## src/attn_params.svh

```systemverilog
`ifndef ATTN_PARAMS_SVH
`define ATTN_PARAMS_SVH

// SRAM geometry
`define SRAM_ADDR_W 16
`define SRAM_DATA_W 32

// Matrix dimension fields, two per dims word
`define DIM_W 16

`endif

```

## src/attn_types_pkg.sv

```systemverilog
`include "attn_params.svh"

package attn_types_pkg;

  typedef logic [`SRAM_DATA_W-1:0] word_t;  // One SRAM data word
  typedef logic [`DIM_W-1:0] dim_t;         // One matrix dimension

  // Controller phases
  typedef enum logic [2:0] {
    IDLE,
    READ_DIMS,     // Dims address on both SRAMs
    CAPTURE_DIMS,  // Dims data returned
    RUN_JOB,       // Start pulse to the engine
    WAIT_JOB       // Wait for engine done
  } phase_t;

  // Engine job kinds
  typedef enum logic [1:0] {
    PROJECT,  // Input times weight into result
    SCORE,    // Result times scratchpad into result
    COPY      // Result into scratchpad
  } job_kind_t;

endpackage

```

## src/attn_mem_pkg.sv

```systemverilog
`include "attn_params.svh"

package attn_mem_pkg;

  typedef logic [`SRAM_ADDR_W-1:0] sram_addr_t;

  // One engine job as issued by the controller
  typedef struct packed {
    attn_types_pkg::job_kind_t kind;
    sram_addr_t a_base;     // Operand A, row-major
    sram_addr_t b_base;     // Operand B, contiguous per output column
    sram_addr_t dst_base;   // Destination, row-major
    attn_types_pkg::dim_t n_rows;
    attn_types_pkg::dim_t n_cols;
    attn_types_pkg::dim_t n_inner;
  } mac_job_t;

  // Input and weight SRAMs hold their dims word at address 0
  localparam sram_addr_t DIMS_ADDR = 16'd0;

  // Matrix data starts right after the dims word
  localparam sram_addr_t WEIGHT_BASE = 16'd1;

endpackage

```

## src/sram_port_if.sv

```systemverilog
`timescale 1ns/1ns

// One SRAM port, read data returns one clock after the address
interface sram_port_if;
  attn_mem_pkg::sram_addr_t read_address;
  attn_types_pkg::word_t read_data;
  logic write_enable;
  attn_mem_pkg::sram_addr_t write_address;
  attn_types_pkg::word_t write_data;

  modport engine (
    output read_address, write_enable, write_address, write_data,
    input  read_data
  );

  modport monitor (
    input read_address, read_data, write_enable, write_address, write_data
  );
endinterface

// Job handoff between controller and engine
interface mac_job_if;
  logic start;                     // One cycle, job already valid
  attn_mem_pkg::mac_job_t job;     // Held until done
  logic done;                      // One cycle after the last write

  modport ctrl (output start, job, input done);
  modport engine (input start, job, output done);
endinterface

```

## src/attn_ctrl.sv

```systemverilog
`timescale 1ns/1ns
`include "attn_params.svh"

module attn_ctrl (
  input  logic clk,
  input  logic reset_n,
  input  logic dut_valid,
  output logic dut_ready,
  sram_port_if.monitor input_port,
  sram_port_if.monitor weight_port,
  mac_job_if.ctrl job_bus
);

  // Job order within one run
  localparam logic [2:0] JOB_Q = 3'd0;
  localparam logic [2:0] JOB_K = 3'd1;
  localparam logic [2:0] JOB_V = 3'd2;
  localparam logic [2:0] JOB_COPY = 3'd3;
  localparam logic [2:0] JOB_S = 3'd4;

  attn_types_pkg::phase_t phase;
  logic [2:0] job_idx;
  attn_types_pkg::dim_t n_dim;  // Rows of X
  attn_types_pkg::dim_t d_dim;  // Columns of X, rows of W
  attn_types_pkg::dim_t e_dim;  // Columns of W
  attn_mem_pkg::sram_addr_t ne_size;
  attn_mem_pkg::sram_addr_t de_size;

  assign dut_ready = (phase == attn_types_pkg::IDLE);
  assign job_bus.start = (phase == attn_types_pkg::RUN_JOB);

  assign ne_size = n_dim * e_dim;  // One of Q, K, V in the result SRAM
  assign de_size = d_dim * e_dim;  // One weight matrix

  // Job descriptor from the memory map
  always_comb begin
    job_bus.job = '0;
    job_bus.job.kind = attn_types_pkg::PROJECT;
    job_bus.job.a_base = attn_mem_pkg::WEIGHT_BASE;  // X also starts after its dims word
    job_bus.job.b_base = attn_mem_pkg::WEIGHT_BASE;
    job_bus.job.n_rows = n_dim;
    job_bus.job.n_cols = e_dim;
    job_bus.job.n_inner = d_dim;
    case (job_idx)
      JOB_Q: job_bus.job.dst_base = '0;
      JOB_K: begin
        job_bus.job.b_base = attn_mem_pkg::WEIGHT_BASE + de_size;
        job_bus.job.dst_base = ne_size;
      end
      JOB_V: begin
        job_bus.job.b_base = attn_mem_pkg::WEIGHT_BASE + de_size + de_size;
        job_bus.job.dst_base = ne_size + ne_size;
      end
      JOB_COPY: begin
        job_bus.job.kind = attn_types_pkg::COPY;
        job_bus.job.a_base = ne_size;  // K in the result SRAM
        job_bus.job.dst_base = '0;
      end
      JOB_S: begin
        // Q row against K row, both e long
        job_bus.job.kind = attn_types_pkg::SCORE;
        job_bus.job.a_base = '0;
        job_bus.job.b_base = '0;
        job_bus.job.dst_base = ne_size + ne_size + ne_size;
        job_bus.job.n_cols = n_dim;
        job_bus.job.n_inner = e_dim;
      end
      default: job_bus.job.dst_base = '0;
    endcase
  end

  always_ff @(posedge clk or negedge reset_n) begin
    if (!reset_n) begin
      phase <= attn_types_pkg::IDLE;
      job_idx <= JOB_Q;
      n_dim <= '0;
      d_dim <= '0;
      e_dim <= '0;
    end else begin
      case (phase)
        attn_types_pkg::IDLE: begin
          if (dut_valid) begin
            phase <= attn_types_pkg::READ_DIMS;
            job_idx <= JOB_Q;
          end
        end
        attn_types_pkg::READ_DIMS: phase <= attn_types_pkg::CAPTURE_DIMS;
        attn_types_pkg::CAPTURE_DIMS: begin
          n_dim <= input_port.read_data[`SRAM_DATA_W-1 -: `DIM_W];
          d_dim <= input_port.read_data[`DIM_W-1:0];
          e_dim <= weight_port.read_data[`DIM_W-1:0];  // Upper half repeats d
          phase <= attn_types_pkg::RUN_JOB;
        end
        attn_types_pkg::RUN_JOB: phase <= attn_types_pkg::WAIT_JOB;
        attn_types_pkg::WAIT_JOB: begin
          if (job_bus.done) begin
            if (job_idx == JOB_S) begin
              phase <= attn_types_pkg::IDLE;
            end else begin
              job_idx <= job_idx + 3'd1;
              phase <= attn_types_pkg::RUN_JOB;
            end
          end
        end
        default: phase <= attn_types_pkg::IDLE;
      endcase
    end
  end

endmodule

```

## src/mac_engine.sv

```systemverilog
`timescale 1ns/1ns

module mac_engine (
  input logic clk,
  input logic reset_n,
  mac_job_if.engine job_bus,
  sram_port_if.engine input_port,
  sram_port_if.engine weight_port,
  sram_port_if.engine result_port,
  sram_port_if.engine scratch_port
);

  typedef enum logic [2:0] {
    E_IDLE,
    E_ADDR,     // Operand addresses out
    E_ACC,      // Operand data back, accumulate
    E_WRITE,    // Store one output element
    E_COPY_RD,
    E_COPY_WR
  } engine_state_t;

  engine_state_t state;
  attn_types_pkg::dim_t row_cnt;
  attn_types_pkg::dim_t col_cnt;
  attn_types_pkg::dim_t k_cnt;
  attn_mem_pkg::sram_addr_t copy_idx;
  attn_types_pkg::word_t acc;
  attn_types_pkg::word_t product;
  logic done_r;
  logic is_project;
  attn_types_pkg::dim_t last_row;
  attn_types_pkg::dim_t last_col;
  attn_types_pkg::dim_t last_inner;
  attn_mem_pkg::sram_addr_t copy_last;
  attn_mem_pkg::sram_addr_t a_addr;
  attn_mem_pkg::sram_addr_t b_addr;
  attn_mem_pkg::sram_addr_t dst_addr;

  assign job_bus.done = done_r;
  assign is_project = (job_bus.job.kind == attn_types_pkg::PROJECT);

  assign last_row = job_bus.job.n_rows - 16'd1;
  assign last_col = job_bus.job.n_cols - 16'd1;
  assign last_inner = job_bus.job.n_inner - 16'd1;
  assign copy_last = job_bus.job.n_rows * job_bus.job.n_cols - 16'd1;

  assign a_addr = job_bus.job.a_base + row_cnt * job_bus.job.n_inner + k_cnt;
  assign b_addr = job_bus.job.b_base + col_cnt * job_bus.job.n_inner + k_cnt;
  assign dst_addr = job_bus.job.dst_base + row_cnt * job_bus.job.n_cols + col_cnt;

  // Low 32 bits of the operand product
  assign product = is_project ? input_port.read_data * weight_port.read_data
                              : result_port.read_data * scratch_port.read_data;

  // Port drive; idle reads park on the dims word
  always_comb begin
    input_port.read_address = attn_mem_pkg::DIMS_ADDR;
    weight_port.read_address = attn_mem_pkg::DIMS_ADDR;
    result_port.read_address = attn_mem_pkg::DIMS_ADDR;
    scratch_port.read_address = attn_mem_pkg::DIMS_ADDR;
    input_port.write_enable = 1'b0;   // Input and weight are read only
    input_port.write_address = '0;
    input_port.write_data = '0;
    weight_port.write_enable = 1'b0;
    weight_port.write_address = '0;
    weight_port.write_data = '0;
    result_port.write_enable = 1'b0;
    result_port.write_address = '0;
    result_port.write_data = '0;
    scratch_port.write_enable = 1'b0;
    scratch_port.write_address = '0;
    scratch_port.write_data = '0;
    case (state)
      E_ADDR: begin
        if (is_project) begin
          input_port.read_address = a_addr;
          weight_port.read_address = b_addr;
        end else begin
          result_port.read_address = a_addr;  // Q row
          scratch_port.read_address = b_addr; // K row from the copy
        end
      end
      E_WRITE: begin
        result_port.write_enable = 1'b1;
        result_port.write_address = dst_addr;
        result_port.write_data = acc;
      end
      E_COPY_RD: result_port.read_address = job_bus.job.a_base + copy_idx;
      E_COPY_WR: begin
        scratch_port.write_enable = 1'b1;
        scratch_port.write_address = job_bus.job.dst_base + copy_idx;
        scratch_port.write_data = result_port.read_data;
      end
      default: ;
    endcase
  end

  always_ff @(posedge clk or negedge reset_n) begin
    if (!reset_n) begin
      state <= E_IDLE;
      row_cnt <= '0;
      col_cnt <= '0;
      k_cnt <= '0;
      copy_idx <= '0;
      done_r <= 1'b0;
    end else begin
      done_r <= 1'b0;
      case (state)
        E_IDLE: begin
          if (job_bus.start) begin
            row_cnt <= '0;
            col_cnt <= '0;
            k_cnt <= '0;
            copy_idx <= '0;
            state <= (job_bus.job.kind == attn_types_pkg::COPY) ? E_COPY_RD : E_ADDR;
          end
        end
        E_ADDR: state <= E_ACC;
        E_ACC: begin
          k_cnt <= k_cnt + 16'd1;
          state <= (k_cnt == last_inner) ? E_WRITE : E_ADDR;
        end
        E_WRITE: begin
          k_cnt <= '0;
          state <= E_ADDR;
          if (col_cnt == last_col) begin
            col_cnt <= '0;
            if (row_cnt == last_row) begin
              state <= E_IDLE;
              done_r <= 1'b1;
            end else begin
              row_cnt <= row_cnt + 16'd1;
            end
          end else begin
            col_cnt <= col_cnt + 16'd1;
          end
        end
        E_COPY_RD: state <= E_COPY_WR;
        E_COPY_WR: begin
          if (copy_idx == copy_last) begin
            state <= E_IDLE;
            done_r <= 1'b1;
          end else begin
            copy_idx <= copy_idx + 16'd1;
            state <= E_COPY_RD;
          end
        end
        default: state <= E_IDLE;
      endcase
    end
  end

  // Dot product accumulator, cleared between elements
  always_ff @(posedge clk) begin
    if (state == E_ACC) begin
      acc <= acc + product;
    end else if (state == E_WRITE || state == E_IDLE) begin
      acc <= '0;
    end
  end

endmodule

```

## src/attn_top.sv

```systemverilog
`timescale 1ns/1ns

module attn_top (
  input  logic clk,
  input  logic reset_n,
  input  logic dut_valid,
  output logic dut_ready,

  output attn_mem_pkg::sram_addr_t sram_input_read_address,
  input  attn_types_pkg::word_t    sram_input_read_data,

  output attn_mem_pkg::sram_addr_t sram_weight_read_address,
  input  attn_types_pkg::word_t    sram_weight_read_data,

  output attn_mem_pkg::sram_addr_t sram_result_read_address,
  input  attn_types_pkg::word_t    sram_result_read_data,
  output logic                     sram_result_write_enable,
  output attn_mem_pkg::sram_addr_t sram_result_write_address,
  output attn_types_pkg::word_t    sram_result_write_data,

  output attn_mem_pkg::sram_addr_t sram_scratchpad_read_address,
  input  attn_types_pkg::word_t    sram_scratchpad_read_data,
  output logic                     sram_scratchpad_write_enable,
  output attn_mem_pkg::sram_addr_t sram_scratchpad_write_address,
  output attn_types_pkg::word_t    sram_scratchpad_write_data
);

  sram_port_if input_port ();
  sram_port_if weight_port ();
  sram_port_if result_port ();
  sram_port_if scratch_port ();
  mac_job_if job_bus ();

  // Input and weight are wired for reads only
  assign sram_input_read_address = input_port.read_address;
  assign input_port.read_data = sram_input_read_data;
  assign sram_weight_read_address = weight_port.read_address;
  assign weight_port.read_data = sram_weight_read_data;

  assign sram_result_read_address = result_port.read_address;
  assign result_port.read_data = sram_result_read_data;
  assign sram_result_write_enable = result_port.write_enable;
  assign sram_result_write_address = result_port.write_address;
  assign sram_result_write_data = result_port.write_data;

  assign sram_scratchpad_read_address = scratch_port.read_address;
  assign scratch_port.read_data = sram_scratchpad_read_data;
  assign sram_scratchpad_write_enable = scratch_port.write_enable;
  assign sram_scratchpad_write_address = scratch_port.write_address;
  assign sram_scratchpad_write_data = scratch_port.write_data;

  attn_ctrl u_ctrl (
    .clk         (clk),
    .reset_n     (reset_n),
    .dut_valid   (dut_valid),
    .dut_ready   (dut_ready),
    .input_port  (input_port.monitor),
    .weight_port (weight_port.monitor),
    .job_bus     (job_bus.ctrl)
  );

  mac_engine u_engine (
    .clk          (clk),
    .reset_n      (reset_n),
    .job_bus      (job_bus.engine),
    .input_port   (input_port.engine),
    .weight_port  (weight_port.engine),
    .result_port  (result_port.engine),
    .scratch_port (scratch_port.engine)
  );

endmodule

```

## config.mk

```make
export PLATFORM = sky130hd
export DESIGN_NAME = attn_top
export DESIGN_NICKNAME = d
export VERILOG_FILES = /design/src/attn_types_pkg.sv /design/src/attn_mem_pkg.sv /design/src/sram_port_if.sv /design/src/attn_ctrl.sv /design/src/mac_engine.sv /design/src/attn_top.sv
export VERILOG_INCLUDE_DIRS = /design/src /design/src/src
export SDC_FILE = /design/constraint.sdc
export NUM_CORES = 2
export LEC_CHECK = 0
export ABC_AREA = 1
export BUFFER_PORTS_ARGS = -buffer_cell sky130_fd_sc_hd__buf_2
export CAP_MARGIN = 5
export CORE_ASPECT_RATIO = 0.75
export CORE_UTILIZATION = 65
export DETAILED_ROUTE_END_ITERATION = 12
export PLACE_DENSITY_LB_ADDON = 0.2
export SLEW_MARGIN = 20
export SYNTH_ARGS = -nofsm -noshare
export SYNTH_HDL_FRONTEND = slang
export SYNTH_SLANG_ARGS = --single-unit
export TNS_END_PERCENT = 1
```

## constraint.sdc

```tcl
create_clock -name clk -period 35 [get_ports clk]
set_input_delay 10.5 -clock clk [delete_from_list [all_inputs] [get_ports clk]]
set_output_delay 10.5 -clock clk [all_outputs]
set_load 0.01 [all_outputs]
```

Yosys cells after proc, flatten, opt, wreduce, memory -nomap -nowiden
Index checks and enable logic that the tools add are counted.
{"block": "totals", "in_bits": 131, "register_bits": 154, "word_cells": 131}
{"block": "op_classes", "reduce_logical": 15, "eq_ne": 25, "mux": 49, "n_addsub": 22, "multipliers": 8}
{"cell": "2-to-1 mux 16 bit", "count": 14}
{"cell": "2-to-1 mux 32 bit", "count": 6}
{"cell": "adder 16 bit", "count": 11}
{"cell": "one-hot mux 16 bit (3 select lines)", "count": 3}
{"cell": "one-hot mux 16 bit (2 select lines)", "count": 4}
{"cell": "multiplier 16 x 16 -> 16 bit", "count": 6}
{"cell": "adder 16 x 1 -> 16 bit (second input constant)", "count": 4}
{"cell": "equality test 16 bit", "count": 4}
{"cell": "multiplier 32 x 32 -> 32 bit", "count": 2}
{"cell": "subtractor 16 x 1 -> 16 bit (second input constant)", "count": 4}
{"cell": "one-hot mux 18 bit (2 select lines)", "count": 1}
{"cell": "adder 32 bit", "count": 1}
{"cell": "2-to-1 mux 3 bit", "count": 9}
{"cell": "equality test 3 x 2 -> 1 bit (second input constant)", "count": 6}
{"cell": "one-hot mux 3 bit (6 select lines)", "count": 1}
{"cell": "adder 1 x 16 -> 16 bit (first input constant)", "count": 1}
{"cell": "one-hot mux 3 bit (5 select lines)", "count": 1}
{"cell": "equality test 3 bit (second input constant)", "count": 4}
{"cell": "!= test 2 bit (second input constant)", "count": 5}
{"cell": "equality test 3 x 1 -> 1 bit (second input constant)", "count": 3}
{"cell": "AND reduction 4 bit", "count": 2}
{"cell": "nonzero test 2 bit", "count": 4}
{"cell": "zero test 3 bit", "count": 2}
{"cell": "2-to-1 mux 1 bit", "count": 6}
{"cell": "other kinds (11)", "count": 15}

Depth between registers and ports, before layout
{"block": "depth", "word_depth": 8, "ltp_mapped": 57, "mapped_depth_nobuf": 55}

Cells and area by module
From an unflattened synthesis, not the netlist that was laid out.
{"block": "hier_totals", "hier_cells": 10503, "area_unflattened_um2": 76489.6}
{"module": "mac_engine", "area_each_um2": 62832.8, "n_inst": 1, "cells_each": 8536}
{"module": "attn_ctrl", "area_each_um2": 13656.8, "n_inst": 1, "cells_each": 1967}

Worst setup path before layout
No wires, ideal clock.
{"block": "synth_timing", "path_type": "input -> output", "from": "input port sram_result_read_data[23]", "to": "output port sram_scratchpad_write_data[23]", "required_time_ps": 24500, "path_buffers": 1, "t_arrival_ps": 10988, "stages": 3, "path_slack_ps": 13512, "cell_sequence": "clkbuf_1 > inv_1 > nor2_1"}
{"block": "synth_between", "elab_chain_len": 1}
{"element": "from (decl)", "line_no": "attn_top.sv:16", "rtl": "input attn_types_pkg::word_t sram_result_read_data,"}
{"element": "2-to-1 mux 32 bit", "line_no": "mac_engine.sv:73", "rtl": "case (state)"}
{"element": "to (decl)", "line_no": "attn_top.sv:25", "rtl": "output attn_types_pkg::word_t sram_scratchpad_write_data"}
Every way passes these cells.

Final worst setup path
{"block": "layout_timing", "from": "register u_ctrl.e_dim[1]", "to": "output port sram_result_write_address[15]"}
{"block": "layout_between", "elab_chain_len": 7, "elab_cells_between_ends": 9, "classes_between": "4 x add/sub; 2 x mul; 3 x mux"}
{"element": "from (decl)", "line_no": "attn_ctrl.sv:25", "rtl": "attn_types_pkg::dim_t e_dim;"}
{"element": "from (signal assigned)", "line_no": "attn_ctrl.sv:91", "rtl": "e_dim <= weight_port.read_data[`DIM_W-1:0];"}
{"element": "multiplier 16 x 16 -> 16 bit", "line_no": "attn_ctrl.sv:32", "rtl": "assign ne_size = n_dim * e_dim;"}
{"element": "adder 16 bit", "line_no": "attn_ctrl.sv:52, attn_ctrl.sv:64"}
{"element": "adder 16 bit", "line_no": "attn_ctrl.sv:64", "rtl": "job_bus.job.dst_base = ne_size + ne_size + ne_size;"}
{"element": "one-hot mux 16 bit (3 select lines)", "line_no": "attn_ctrl.sv:44", "rtl": "case (job_idx)"}
{"element": "adder 16 bit (*) (2 in series)", "line_no": "mac_engine.sv:49", "rtl": "assign dst_addr = job_bus.job.dst_base + row_cnt * job_bus.job.n_cols + col_cnt;"}
{"element": "2-to-1 mux 16 bit (*)", "line_no": "mac_engine.sv:73"}
{"element": "to (decl)", "line_no": "attn_top.sv:18", "rtl": "output attn_mem_pkg::sram_addr_t sram_result_write_address,"}
Mark *: on every way between the ends. The rest lies on a longest branch, timed or not.

==> run_results.csv <==
group,metric,value,unit
place,detailed_place_hpwl,189000,um
synth,syn_avg_cell_area,7.32,um^2
finish,ff_latch_area,0.00401,mm^2
worst_setup_path,cp_max_fo,17,
worst_setup_path,cp_data_required_time,24500,ps
route,dr.pass1.iters,8,
route,ant_nets,0,
worst_setup_path,cpMaxStageDelayCell,"dfrtp_1",
timing,period_needed,22480,ps
timing,finalMaxSlewViolations,0,
synth,yosys_warnings,0,
finish,num-fill-cells,9773,
synth,synth_edf_count,32,
outcome,status,"complete, no violations",
route,drt_wl_total,234000,um
clock_tree,clk_path_buf_depth,2,
global_route,grt_pass1_vias,66400,
timing,max_slew_margin,26.4,%
global_route,grt_pass1_wl,369000,um
floorplanning,ioPinCount,294,
global_route,grt_use_total,41.7,%
timing,final.period_utilization,64.2,%
finish,drive_above_1_share,5.12,%
place,port_buffers,293,
floorplanning,start_util,65.5,%
clock_tree,post_cts_resized,0,
route,drcViolationCount,0,
global_route,overflow,0,
worst_setup_path,end_kind,"output port",
timing,hold_viol_final,0,
finish,multi_input_area,0.0585,mm^2
worst_setup_path,path_class,"reg2out",
timing,worst_slew_pin_slew,1100,ps
synth,ys.flop_type,"dfrtp_1",
flow_run,maxCapViolCount,0,
synth,ys_ff_latch,154,
route,viasPerCell,5.59,
finish,nets,12300,
floorplanning,core,0.114,mm^2
floorplanning,core.rowCount,107,
finish,layout_common_cells,"inv_1 (2732), nand2_1 (2514), fa_1 (1397)",
route,wl_per_cell,20.1,um
min_path,hp-class,"reg2reg",
global_route,grt_start_max_net_pins,85,
timing,rsz0062_at_grt,"false",
route,vias,65300,
worst_setup_path,cpPeakStageDelay,840,ps
timing,setup_viol,0,
clock_tree,clk_pin_slew,80,ps
route,drt_iter0_drc,6939,
finish,area_growth,3.82,%
floorplanning,die_area,0.116,mm^2
synth,syn_nets,12300,
global_route,antenna_found_initial,2,
clock_tree,clk_latency,530,ps
worst_setup_path,cp_data_arrival_time,11980,ps
clock_tree,cts_tree,"built",
clock_tree,htreeDepth,4,
timing,skew,13.6,ps
floorplanning,die_x,393,um
timing,fin_setup_tns,0,ps
worst_setup_path,start_kind,"register",
synth,yosysSeqAreaShare,5.39,%
finish,layout_commonest_cell,"inv_1",
timing,clock.fmax,44.5,MHz
clock_tree,cts.sinks,154,
clock_tree,cts_root_buf,"clkbuf_16",
clock_tree,cts_inserted_buffers,17,
synth,ys_types,65,
worst_setup_path,r2r_slack,26550,ps
floorplanning,die_h,295,um
synth,synth_area,0.0745,mm^2
clock_tree,cts_hold_buf,0,
place,gp_congestion,0.993,
clock_tree,postCtsSetupBuffers,0,
synth,synthCells,10200,
synth,async_flop_share,79.2,%
==> logic make-up after synthesis <==
family / count (synthesis) / synth area share (%)
AOI/OAI and AO/OA: 690 / 5.35
xor gates and xnor gates: 402 / 4.75
adders and majority gates: 2036 / 48.3
buffers and inverters: 3186 / 16.2
DFF: 154 / 5.39
muxes: 16 / 0.235
and+or+nand+nor: 3688 / 19.8
==> final timing paths <==
path | to | depth (start not counted) | from
setup / recovery | sram_result_write_address[15] | 48 | u_ctrl.e_dim[1]$_DFFE_PN0P_
hold / removal | u_engine.k_cnt[10]$_DFFE_PN0P_ | 1 | u_engine.k_cnt[10]$_DFFE_PN0P_
setup reg to reg | u_engine.copy_idx[13]$_DFFE_PN0P_ | 37 | u_ctrl.job_idx[0]$_DFFE_PN0P_
hold reg to reg | u_engine.k_cnt[10]$_DFFE_PN0P_ | 1 | u_engine.k_cnt[10]$_DFFE_PN0P_
max in group asynchronous | u_engine.k_cnt[8]$_DFFE_PN0P_ | 2 | reset_n
min in group asynchronous | u_ctrl.job_idx[1]$_DFFE_PN0P_ | 1 | reset_n
==> state kept, by name, summed over array words and instances (netlist names) <==
name,flops
u_engine.k_cnt,16
u_engine.acc,32
u_engine.col_cnt,16
u_ctrl.d_dim,16
u_engine.copy_idx,16
u_engine.row_cnt,16
u_engine.job_bus.done,1
u_engine.state,3
u_ctrl.n_dim,16
u_ctrl.phase,3
u_ctrl.e_dim,16
u_ctrl.job_idx,3
==> area by class of cell <==
class                      count  area share (%)
multi-input combinational   6832            75.6
inverter                    2765            13.4
timing repair buffer         361            2.56
clock inverter                15           0.223
tap                         1526            2.47
clock buffer                  17           0.550
antenna                        2         0.00647
sequential                   154            5.19
==> cell usage after synthesis, types with 24 or more instances <==
cell         n  area (um^2)
ha_1       639         8000
nor2_1     699         2620
dfrtp_1    122         3050
nand3b_1    36          270
xor2_1     241         2110
buf_2       24          120
nand2_1   2516         9440
nor3_1      57          285
buf_1       40          150
inv_1     2734        10300
o21bai_1    26          195
a21oi_1    295         1480
edfxtp_1    32          961
xnor2_1    159         1390
o22ai_1     28          175
nand4_1     53          332
o21ai_0    204         1020
fa_1      1397        28000
nand3_1    252         1260
o21ai_2     30          263
clkbuf_1   345         1290
or2_2       33          206
==> routing by layer <==
layer,global-route usage [%],up-vias,wire length (um)
met1,56.9,31300,92200
met4,19.2,4,12500
met3,10.2,724,29000
met2,63.1,3839,101000
met5,0.165,-,43
li1,-,29400,-
==> stage by stage <==
stage               util (%)  std cells  instance area [um^2]  hold WS (ps)  worst slack [ps]
CTS                     68.0      11700                 77300           542             12660
floorplan                  -      10200                 74500           492             13510
detailed placement      67.5      11600                 76700           530             13100
global placement        67.5      11600                 76700           516             13110
global route            68.0      11700                 77300           554             11960
finish                  68.0      11700                 77300           555             12520
==> worst max-delay path, delay by kind of cell (launching register included) <==
family	cells	cell delay [ps]
AO/OA/AOI/OAI	3	230
XOR/XNOR	1	430
AND/OR/NAND/NOR	17	2110
buffers and inverters	13	1300
adder cells (fa/ha/maj)	14	6550
flip-flops	1	840
Power is not shown: default switching activity piles up to over one toggle a cycle in this logic, so the estimate is an artifact.
